===== src/hdl/cl_pkg.sv =====
////////////////////////////////////////////////////////////////////////////
// Shared widths, status bus structs and constants for the scrubber shell.
// The control word bit positions are fixed, so the channel count is a
// constant here and not a module parameter.
////////////////////////////////////////////////////////////////////////////

package cl_pkg;

  // Number of scrubbed memory channels
  localparam int NUM_SCRB_CH = 4;

  // Control word fields, bits 0 to 3 enable channels 0 to 3
  localparam int CTL_DBG_EN_BIT  = 31;
  localparam int CTL_DBG_SEL_LSB = 28;
  localparam int CTL_DBG_SEL_W   = 3;

  typedef logic [63:0] scrb_addr_t;
  typedef logic [31:0] ctl_word_t;
  typedef logic [31:0] id_word_t;
  typedef logic [7:0]  stat_addr_t;
  typedef logic [31:0] stat_data_t;

  // PCI ID words shown while debug is off
  localparam id_word_t CL_SH_ID0 = 32'hF000_1D0F;
  localparam id_word_t CL_SH_ID1 = 32'h1D51_FEDC;

  // Request toward the status register file
  typedef struct packed {
    logic       wr;
    logic       rd;
    stat_addr_t addr;
    stat_data_t wdata;
  } stat_req_t;

  // Response back toward the shell
  typedef struct packed {
    logic       ack;
    stat_data_t rdata;
  } stat_rsp_t;

  typedef enum logic [1:0] {
    SCRB_IDLE,
    SCRB_RUN,
    SCRB_DONE
  } scrb_state_e;

endpackage


===== src/hdl/shell_ctl.sv =====
////////////////////////////////////////////////////////////////////////////
// Shell control word, automatic FLR acknowledge and ID word outputs.
// While FLR assert stays high, done pulses on every second cycle.
// Debug select values above the channel count show channel 0.
////////////////////////////////////////////////////////////////////////////

`timescale 1ns/100ps

module shell_ctl import cl_pkg::*; (
  input  logic                   clk_main_a0,
  input  logic                   rst_main_n,
  input  logic                   i_flr_assert,
  input  ctl_word_t              i_ctl0,
  input  scrb_addr_t             i_scrb_addr [NUM_SCRB_CH],
  output logic                   o_flr_done,
  output logic [NUM_SCRB_CH-1:0] o_scrb_en,
  output id_word_t               o_id0,
  output id_word_t               o_id1
);

  ctl_word_t                ctl_q;
  logic                     flr_assert_q;
  logic                     dbg_en;
  logic [CTL_DBG_SEL_W-1:0] dbg_sel;
  scrb_addr_t               sel_addr;

  ////////////////////////////////////////////////////////////////////////////
  // FLR acknowledge

  always_ff @(posedge clk_main_a0) begin
    if (!rst_main_n) begin
      flr_assert_q <= 1'b0;
      o_flr_done   <= 1'b0;
    end else begin
      flr_assert_q <= i_flr_assert;
      // Single pulse, then a gap cycle before the next one
      o_flr_done   <= flr_assert_q && !o_flr_done;
    end
  end

  ////////////////////////////////////////////////////////////////////////////
  // Control word and ID selection

  always_ff @(posedge clk_main_a0) begin
    if (!rst_main_n) begin
      ctl_q <= '0;
    end else begin
      ctl_q <= i_ctl0;
    end
  end

  assign o_scrb_en = ctl_q[NUM_SCRB_CH-1:0];
  assign dbg_en    = ctl_q[CTL_DBG_EN_BIT];
  assign dbg_sel   = ctl_q[CTL_DBG_SEL_LSB +: CTL_DBG_SEL_W];

  // Channel 0 unless the select names a valid channel
  always_comb begin
    sel_addr = i_scrb_addr[0];
    for (int ch = 1; ch < NUM_SCRB_CH; ch++) begin
      if (dbg_sel == ch) begin
        sel_addr = i_scrb_addr[ch];
      end
    end
  end

  always_ff @(posedge clk_main_a0) begin
    if (!rst_main_n) begin
      o_id0 <= CL_SH_ID0;
      o_id1 <= CL_SH_ID1;
    end else begin
      o_id0 <= dbg_en ? sel_addr[31:0]  : CL_SH_ID0;
      o_id1 <= dbg_en ? sel_addr[63:32] : CL_SH_ID1;
    end
  end

  // The shell expects isolated done pulses, never a level
  a_flr_done_pulse: assert property (
    @(posedge clk_main_a0) disable iff (!rst_main_n)
    o_flr_done |=> !o_flr_done
  );

endmodule


===== src/hdl/scrb_addr_walker.sv =====
////////////////////////////////////////////////////////////////////////////
// Burst address walker for one memory channel, one burst per cycle.
// No memory writes are issued. SCRB_MAX_ADDR+1 must fit in 64 bits.
// Dropping the enable restarts the walk from address 0.
////////////////////////////////////////////////////////////////////////////

`timescale 1ns/100ps

module scrb_addr_walker import cl_pkg::*; #(
  parameter scrb_addr_t  SCRB_MAX_ADDR    = 64'h1FFF,
  parameter int unsigned SCRB_BURST_BYTES = 1024
) (
  input  logic       clk_main_a0,
  input  logic       rst_main_n,
  input  logic       i_enable,
  output scrb_addr_t o_addr,
  output logic       o_done
);

  // Address held once the walk is complete
  localparam scrb_addr_t END_ADDR = SCRB_MAX_ADDR + 64'd1;

  scrb_state_e state_q;
  scrb_addr_t  addr_q;
  scrb_addr_t  next_addr;

  assign next_addr = addr_q + scrb_addr_t'(SCRB_BURST_BYTES);

  always_ff @(posedge clk_main_a0) begin
    if (!rst_main_n || !i_enable) begin
      state_q <= SCRB_IDLE;
      addr_q  <= '0;
    end else begin
      case (state_q)
        SCRB_IDLE: begin
          state_q <= SCRB_RUN;
          addr_q  <= '0;
        end
        SCRB_RUN: begin
          // Last burst already issued
          if (next_addr > SCRB_MAX_ADDR) begin
            state_q <= SCRB_DONE;
            addr_q  <= END_ADDR;
          end else begin
            addr_q  <= next_addr;
          end
        end
        SCRB_DONE: state_q <= SCRB_DONE;
        default:   state_q <= SCRB_IDLE;
      endcase
    end
  end

  assign o_addr = addr_q;
  assign o_done = (state_q == SCRB_DONE);

  a_done_addr: assert property (
    @(posedge clk_main_a0) disable iff (!rst_main_n)
    o_done |-> (o_addr == END_ADDR)
  );

endmodule


===== src/hdl/stat_pipe.sv =====
////////////////////////////////////////////////////////////////////////////
// Fixed-depth register pipeline for one direction of the status bus.
// Latency is STAGES cycles, STAGES must be at least 1.
////////////////////////////////////////////////////////////////////////////

`timescale 1ns/100ps

module stat_pipe #(
  parameter int WIDTH  = 42,
  parameter int STAGES = 8
) (
  input  logic             clk_main_a0,
  input  logic             rst_main_n,
  input  logic [WIDTH-1:0] i_bus,
  output logic [WIDTH-1:0] o_bus
);

  logic [WIDTH-1:0] pipe_q [STAGES];

  // Strobes ride in the bus, so every stage resets
  always_ff @(posedge clk_main_a0) begin
    if (!rst_main_n) begin
      for (int s = 0; s < STAGES; s++) begin
        pipe_q[s] <= '0;
      end
    end else begin
      pipe_q[0] <= i_bus;
      for (int s = 1; s < STAGES; s++) begin
        pipe_q[s] <= pipe_q[s-1];
      end
    end
  end

  assign o_bus = pipe_q[STAGES-1];

endmodule


===== src/hdl/ddr_stat_regs.sv =====
////////////////////////////////////////////////////////////////////////////
// Status register file standing in for the DDR controller status target.
// 16 registers, only the low 4 address bits decode, upper ones alias.
// Ack follows each strobe by one cycle, a write echoes its data.
////////////////////////////////////////////////////////////////////////////

`timescale 1ns/100ps

module ddr_stat_regs import cl_pkg::*; (
  input  logic      clk_main_a0,
  input  logic      rst_main_n,
  input  stat_req_t i_req,
  output stat_rsp_t o_rsp
);

  stat_data_t regs_q [16];
  logic       ack_q;
  stat_data_t rdata_q;

  always_ff @(posedge clk_main_a0) begin
    if (!rst_main_n) begin
      for (int r = 0; r < 16; r++) begin
        regs_q[r] <= '0;
      end
    end else if (i_req.wr) begin
      regs_q[i_req.addr[3:0]] <= i_req.wdata;
    end
  end

  always_ff @(posedge clk_main_a0) begin
    if (!rst_main_n) begin
      ack_q <= 1'b0;
    end else begin
      ack_q <= i_req.wr || i_req.rd;
    end
  end

  // Read data only matters alongside ack
  always_ff @(posedge clk_main_a0) begin
    rdata_q <= i_req.wr ? i_req.wdata : regs_q[i_req.addr[3:0]];
  end

  assign o_rsp = '{ack: ack_q, rdata: rdata_q};

  a_one_strobe: assert property (
    @(posedge clk_main_a0) disable iff (!rst_main_n)
    !(i_req.wr && i_req.rd)
  );

endmodule


===== src/hdl/cl_scrb_top.sv =====
////////////////////////////////////////////////////////////////////////////
// Top level: shell control, four scrub address walkers and the status
// path. Status ack comes 2*STAT_STAGES+1 cycles after each strobe and
// there is no back-pressure. All blocks share rst_main_n.
////////////////////////////////////////////////////////////////////////////

`timescale 1ns/100ps

module cl_scrb_top import cl_pkg::*; #(
  parameter scrb_addr_t  SCRB_MAX_ADDR    = 64'h1FFF,
  parameter int unsigned SCRB_BURST_BYTES = 1024,
  parameter int          STAT_STAGES      = 8
) (
  input  logic                   clk_main_a0,
  input  logic                   rst_main_n,
  input  logic                   i_sh_cl_flr_assert,
  output logic                   o_cl_sh_flr_done,
  input  ctl_word_t              i_sh_cl_ctl0,
  output id_word_t               o_cl_sh_id0,
  output id_word_t               o_cl_sh_id1,
  output logic [NUM_SCRB_CH-1:0] o_scrb_done,
  input  logic                   i_stat_wr,
  input  logic                   i_stat_rd,
  input  stat_addr_t             i_stat_addr,
  input  stat_data_t             i_stat_wdata,
  output logic                   o_stat_ack,
  output stat_data_t             o_stat_rdata
);

  logic [NUM_SCRB_CH-1:0] scrb_en;
  scrb_addr_t             scrb_addr [NUM_SCRB_CH];
  stat_req_t              stat_req;
  stat_req_t              stat_req_q;
  stat_rsp_t              stat_rsp;
  stat_rsp_t              stat_rsp_q;

  shell_ctl shell_ctl_i (
    .clk_main_a0  (clk_main_a0),
    .rst_main_n   (rst_main_n),
    .i_flr_assert (i_sh_cl_flr_assert),
    .i_ctl0       (i_sh_cl_ctl0),
    .i_scrb_addr  (scrb_addr),
    .o_flr_done   (o_cl_sh_flr_done),
    .o_scrb_en    (scrb_en),
    .o_id0        (o_cl_sh_id0),
    .o_id1        (o_cl_sh_id1)
  );

  // One walker per channel, enable bit n drives channel n
  for (genvar ch = 0; ch < NUM_SCRB_CH; ch++) begin : g_scrb
    scrb_addr_walker #(
      .SCRB_MAX_ADDR    (SCRB_MAX_ADDR),
      .SCRB_BURST_BYTES (SCRB_BURST_BYTES)
    ) walker_i (
      .clk_main_a0 (clk_main_a0),
      .rst_main_n  (rst_main_n),
      .i_enable    (scrb_en[ch]),
      .o_addr      (scrb_addr[ch]),
      .o_done      (o_scrb_done[ch])
    );
  end

  ////////////////////////////////////////////////////////////////////////////
  // Status bus, pipelined both ways around the register file

  assign stat_req = '{wr: i_stat_wr, rd: i_stat_rd, addr: i_stat_addr, wdata: i_stat_wdata};

  stat_pipe #(
    .WIDTH  ($bits(stat_req_t)),
    .STAGES (STAT_STAGES)
  ) req_pipe_i (
    .clk_main_a0 (clk_main_a0),
    .rst_main_n  (rst_main_n),
    .i_bus       (stat_req),
    .o_bus       (stat_req_q)
  );

  ddr_stat_regs stat_regs_i (
    .clk_main_a0 (clk_main_a0),
    .rst_main_n  (rst_main_n),
    .i_req       (stat_req_q),
    .o_rsp       (stat_rsp)
  );

  stat_pipe #(
    .WIDTH  ($bits(stat_rsp_t)),
    .STAGES (STAT_STAGES)
  ) rsp_pipe_i (
    .clk_main_a0 (clk_main_a0),
    .rst_main_n  (rst_main_n),
    .i_bus       (stat_rsp),
    .o_bus       (stat_rsp_q)
  );

  assign o_stat_ack   = stat_rsp_q.ack;
  assign o_stat_rdata = stat_rsp_q.rdata;

endmodule


===== config.mk =====
export PLATFORM = sky130hd
export DESIGN_NAME = cl_scrb_top
export DESIGN_NICKNAME = d
export VERILOG_FILES = /design/src/hdl/cl_pkg.sv /design/src/hdl/shell_ctl.sv /design/src/hdl/scrb_addr_walker.sv /design/src/hdl/stat_pipe.sv /design/src/hdl/ddr_stat_regs.sv /design/src/hdl/cl_scrb_top.sv
export SDC_FILE = /design/constraint.sdc
export NUM_CORES = 2
export LEC_CHECK = 0
export ABC_CLOCK_PERIOD_IN_PS = 7900
export BUFFER_PORTS_ARGS = -buffer_cell sky130_fd_sc_hd__buf_2
export CAP_MARGIN = 30
export CORE_MARGIN = 2
export CORE_UTILIZATION = 56
export CTS_CLUSTER_DIAMETER = 40
export CTS_CLUSTER_SIZE = 10
export DETAILED_ROUTE_END_ITERATION = 16
export GPL_ROUTABILITY_DRIVEN = 1
export PLACE_DENSITY_LB_ADDON = 0.08
export SLEW_MARGIN = 0
export SYNTH_ARGS = -nofsm -noshare
export SYNTH_HDL_FRONTEND = slang
export SYNTH_HIERARCHICAL = 1
export SYNTH_SLANG_ARGS = --single-unit

===== constraint.sdc =====
create_clock -name clk_main_a0 -period 7.9 [get_ports clk_main_a0]
set_input_delay 1.58 -clock clk_main_a0 [delete_from_list [all_inputs] [get_ports clk_main_a0]]
set_output_delay 1.58 -clock clk_main_a0 [all_outputs]
set_load 0.01 [all_outputs]

# Word-level counts from Yosys, hierarchy flattened
# Memory sizes are Yosys's and may differ from the RTL's.
# Cells that the tools add are included.
[totals]
regBits = 395
ram_bits = 1112
input_bits = 77
output_inout_bits = 102
word_cells = 123
mem_count = 3
[mem_list]
columns = ["name", "words", "width", "read_ports", "rd_ports_with_merged_regs", "wr", "line_no", "rtl"]
rows = [
  ["stat_regs_i.regs_q", 16, 32, 1, 0, 16, "ddr_stat_regs.sv:16", "stat_data_t regs_q [16];"],
  ["req_pipe_i.pipe_q", 8, 42, 8, 0, 8, "stat_pipe.sv:18", "logic [WIDTH-1:0] pipe_q [STAGES];"],
  ["rsp_pipe_i.pipe_q", 8, 33, 8, 0, 8, "stat_pipe.sv:18", ""],
]
[classes]
addsub = 4
order_cmp = 4
eq_ne = 15
mux = 44
bitwise = 16
n_reduce_logical = 22
[ops]
columns = ["operator", "count"]
rows = [
  ["one-hot mux 64 bit (2 select lines)", 4],
  ["two-way mux 64 bit", 7],
  ["two-way mux 42 bit", 8],
  ["two-way mux 33 bit", 8],
  ["adder 64 x 11 -> 64 bit, second input constant", 4],
  ["> comparator 64 x 13 -> 1 bit, second input constant", 4],
  ["two-way mux 32 bit", 2],
  ["OR reduction 32 bit", 1],
  ["one-hot mux 2 bit (3 select lines)", 4],
  ["OR 1 bit", 16],
  ["equality test 2 x 1 -> 1 bit, second input constant", 4],
  ["equality test 2 bit, second input constant", 4],
  ["zero test 2 bit", 4],
  ["two-way mux 2 bit", 4],
  ["!= test 2 x 1 -> 1 bit, second input constant", 4],
  ["nonzero test 2 bit", 4],
  ["equality test 3 x 2 -> 1 bit, second input constant", 2],
  ["zero test 1 bit", 6],
  ["two-way mux 1 bit", 6],
  ["logical OR 1 bit", 5],
  ["two-way mux 4 bit", 1],
  ["equality test 3 x 1 -> 1 bit, second input constant", 1],
  ["AND reduction 2 bit", 1],
  ["logical AND 1 bit", 1],
]

# Longest topological paths before layout
[depth]
ltp_word = 5
ltp_mapped = 11
depth_no_buf = 10

# By module
# Netlist, hierarchy kept.
[modules_own_cells]
columns = ["mod", "n_inst", "cells_per_inst", "area_per_inst_um2", "seq_area_each_um2"]
rows = [
  ["ddr_stat_regs", 1, 1677, 24260.8, 16035.4],
  ["scrb_addr_walker", 4, 359, 3083.0, 1121.1],
  ["stat_pipe (req_pipe_i)", 1, 751, 9371.5, 6726.5],
  ["stat_pipe (rsp_pipe_i)", 1, 590, 7334.5, 5285.1],
  ["shell_ctl", 1, 335, 3403.3, 1481.4],
]

# Worst setup path after synthesis
# OpenSTA, ideal clock, no wires.
[synth_path]
path_kind = "input to register"
from = "input port rst_main_n"
to = "memory stat_regs_i/regs_q[13][0] in the netlist's numbering (enable)"
setup_ps = 466
arrival_time_ps = 4411
t_required_ps = 7434
slack_ps = 3023
stages = 4
n_path_buf = 2
path_cell_list = "buf_2 > nand3_2 > clkbuf_1 > o21ai_0"
[synth_rtl]
columns = ["element", "line_no", "rtl"]
rows = [
  ["from (decl)", "cl_scrb_top.sv:15", "input logic rst_main_n,"],
  ["to (decl)", "ddr_stat_regs.sv:16", ""],
]

==> qor.tcl <==
set qor(status) {finished clean}
set qor(p_int_uw) 12400
set qor(rsz0062_at_grt) {no}
set qor(final.period_utilization_pct) 50.3
set qor(remaining_antenna_violation_count) 0
set qor(cts_root_buffer) {sky130_fd_sc_hd__clkbuf_16}
set qor(post_cts.repair.setup_buffers) 0
set qor(timing.final.setup_violations) 0
set qor(maximum_number_of_pins_on_one_net_before_global_route_repair) 172
set qor(path_delay_family) {buffers and inverters}
set qor(share_clk_of_total_power_pct) 48.8
set qor(crit_path_top_delay_cell) {sky130_fd_sc_hd__o21ai_2}
set qor(dp_hpwl_um) 87200
set qor(first_pass_grt_wire_length_um) 207000
set qor(maxClockFrequency_mhz) 252
set qor(seq_power_share_pct) 49.1
set qor(num-fill-cells) 7674
set qor(cts_resized) 0
set qor(io_buffers) 150
set qor(worstSetupPathType) {input port to register}
set qor(critical_path.cell_chain) {buf_8 -> nand4b_2 -> buf_4 -> o21ai_2 -> buf_4}
set qor(critical_path_peak_fanout) 30
set qor(routed_wire_length_per_instance_um) 22.0
set qor(avgSynthCellArea_um2) 11.8
set qor(power_frac_comb_pct) 2.1
set qor(row_count) 115
set qor(worstPathBufferInverterCount) 3
set qor(fin_nets) 4808
set qor(dieWidth_um) 320
set qor(grt_usage_pct) 26.4
set qor(post-route-min-period_ps) 3970
set qor(timing.critical_path.to_type) {register}
set qor(drc_errors) 0
set qor(area_of_the_core_um2) 98600
set qor(p_sw_share_pct) 20.7
set qor(netlist_area_um2) 55800
set qor(firstDrtPassIters) 5
set qor(vias_per_cell) 5.83
set qor(flow.area_growth_from_synthesis_pct) 11.4
set qor(place_congestion) 0.946
set qor(worst_setup_path_start_kind) {input port}
set qor(critPathMostFrequentCell) {sky130_fd_sc_hd__buf_4}
set qor(clock_tree.htree_level_count) 4
set qor(timing.critical_path.arrival_ps) 4410
set qor(max-vdd-ir-drop_mv) 0.202
set qor(worst_path_largest_cell_delay_ps) 800
set qor(cp.required_ps) 8330
set qor(cts-root-to-sink-buffers) 3
set qor(worst_skew_pair.late_latency_ps) 780
set qor(clock-sinks) 1411
set qor(tritoncts) {yes}
set qor(skew_ps) 40.2
set qor(floorplan.die.height_um) 320
set qor(fin_tns_setup_ps) 0
set qor(grt_antenna_before_repair) 3
set qor(final-hold-violation-count) 0
set qor(hold_buffers) 0
set qor(net_switching_uw) 3250
set qor(timing.max_cap.violations) 0
set qor(yosys_warnings) 6
set qor(slew_headroom_pct) 31.6
set qor(post-layout-total-power_uw) 15700
set qor(p_leak_uw) 0.0229
set qor(power.density_cell_area_nw_per_um2) 252
set qor(vias) 35600
set qor(drt_wl_total_um) 134000
set qor(clk_pin_slew_ps) 50
set qor(timing_max_transition_violations_final) 0
set qor(grt_pass1_vias) 34400
set qor(die-area_um2) 102000
set qor(drt-initial-drc-count) 3667
set qor(cts_buffers) 182
set qor(synthesis.instances) 4721
set qor(hp-class) {register to register}
set qor(global_route.overflow_total) 0
set qor(io_pins) 179
set qor(max_slew.worst_pin.slew_ps) 1020
set qor(initial_utilization_pct) 56.6
set qor(final_layout_size_suffix_gt1_share_pct) 13.7
## state kept, by name (all words and copies together) (netlist names)
name / count
stat_regs_i/rdata_q: 32
shell_ctl_i/o_id0: 32
shell_ctl_i/o_id1: 32
g_scrb.walker_i/o_addr: 216
shell_ctl_i/o_flr_done: 1
g_scrb.walker_i/state_q: 8
shell_ctl_i/ctl_q: 8
stat_regs_i/ack_q: 1
rsp_pipe_i/pipe_q: 264
stat_regs_i/regs_q: 512
req_pipe_i/pipe_q: 304
shell_ctl_i/flr_assert_q: 1
## power groups by stage
stage / Clock, uW / Combinational, uW / Sequential [uW]
finish: 7660 / 334 / 7700
global route: 8150 / 362 / 7700
CTS: 7820 / 335 / 7700
detailed placement: 0 / 335 / 7850
floorplan: 0 / 230 / 7840
global placement: 0 / 328 / 7840
## through the flow
stage	instances	worst slack (ps)	util (%)	hold slack, ps	cell area [um2]
floorplan	4757	3020	-	406	56000
global placement	5807	3160	57.3	414	56400
detailed placement	5814	3160	57.4	417	56500
CTS	6112	3980	63.1	411	62200
global route	6113	3770	63.1	428	62200
finish	6113	3930	63.1	417	62200
## cell usage in the layout, fill, tap and decap left out, types with 32 or more instances in the layout
master	count
sky130_fd_sc_hd__clkbuf_1	46
sky130_fd_sc_hd__a22oi_1	39
sky130_fd_sc_hd__nand2_1	116
sky130_fd_sc_hd__dfxtp_1	894
sky130_fd_sc_hd__o21ai_0	42
sky130_fd_sc_hd__a21oi_1	45
sky130_fd_sc_hd__mux4_2	58
sky130_fd_sc_hd__conb_1	40
sky130_fd_sc_hd__nor3_1	197
sky130_fd_sc_hd__and3_1	57
sky130_fd_sc_hd__and4_1	36
sky130_fd_sc_hd__a31oi_1	32
sky130_fd_sc_hd__buf_4	70
sky130_fd_sc_hd__o21ai_1	52
sky130_fd_sc_hd__nor4_1	114
sky130_fd_sc_hd__nor2_1	48
sky130_fd_sc_hd__mux2i_1	164
sky130_fd_sc_hd__o221ai_1	34
sky130_fd_sc_hd__buf_2	149
sky130_fd_sc_hd__xor2_1	32
sky130_fd_sc_hd__edfxtp_1	512
sky130_fd_sc_hd__o22ai_1	82
sky130_fd_sc_hd__inv_1	59
sky130_fd_sc_hd__nand4_1	60
sky130_fd_sc_hd__and2_1	1088
sky130_fd_sc_hd__clkbuf_16	185
sky130_fd_sc_hd__xnor2_1	36
sky130_fd_sc_hd__nand3_1	80
## cell type report
cell class | instances | area (um2) | area share [%]
Inverter | 59 | 221 | 0.356
Multi-Input combinational cell | 2830 | 19900 | 32.0
Timing Repair Buffer | 227 | 1410 | 2.27
Clock buffer | 245 | 4990 | 8.03
Clock inverter | 53 | 679 | 1.09
Antenna cell | 1 | 2.50 | 0.00402
Sequential cell | 1411 | 33400 | 53.7
Tap cell | 1287 | 1610 | 2.59
## final timing paths
| path | start | endpoint | slack (ps) | cells after the start |
|---|---|---|---|---|
| worst min-delay path | rsp_pipe_i/pipe_q[0][40]$_SDFF_PN0_ | rsp_pipe_i/pipe_q[0][73]$_SDFF_PN0_ | 420 | 1 |
| worst max-delay path | rst_main_n | stat_regs_i/regs_q[14][19]$_SDFFCE_PN0P_ | 3930 | 5 |
| worst max register to register | g_scrb[1].walker_i/o_addr[10]$_SDFFE_PP0P_ | g_scrb[1].walker_i/state_q[0]$_SDFFE_PP0P_ | 4010 | 10 |
| worst min register to register | rsp_pipe_i/pipe_q[0][40]$_SDFF_PN0_ | rsp_pipe_i/pipe_q[0][73]$_SDFF_PN0_ | 420 | 1 |
## per-layer routing
layer	global-route usage (%)	wire [um]	vias up
met5	0	0	-
met4	8.90	3570	0
met3	4.22	10500	233
met2	40.9	60800	1403
met1	37.9	59600	17300
li1	-	-	16700
Note: power is estimated with default switching activity, not from simulation.
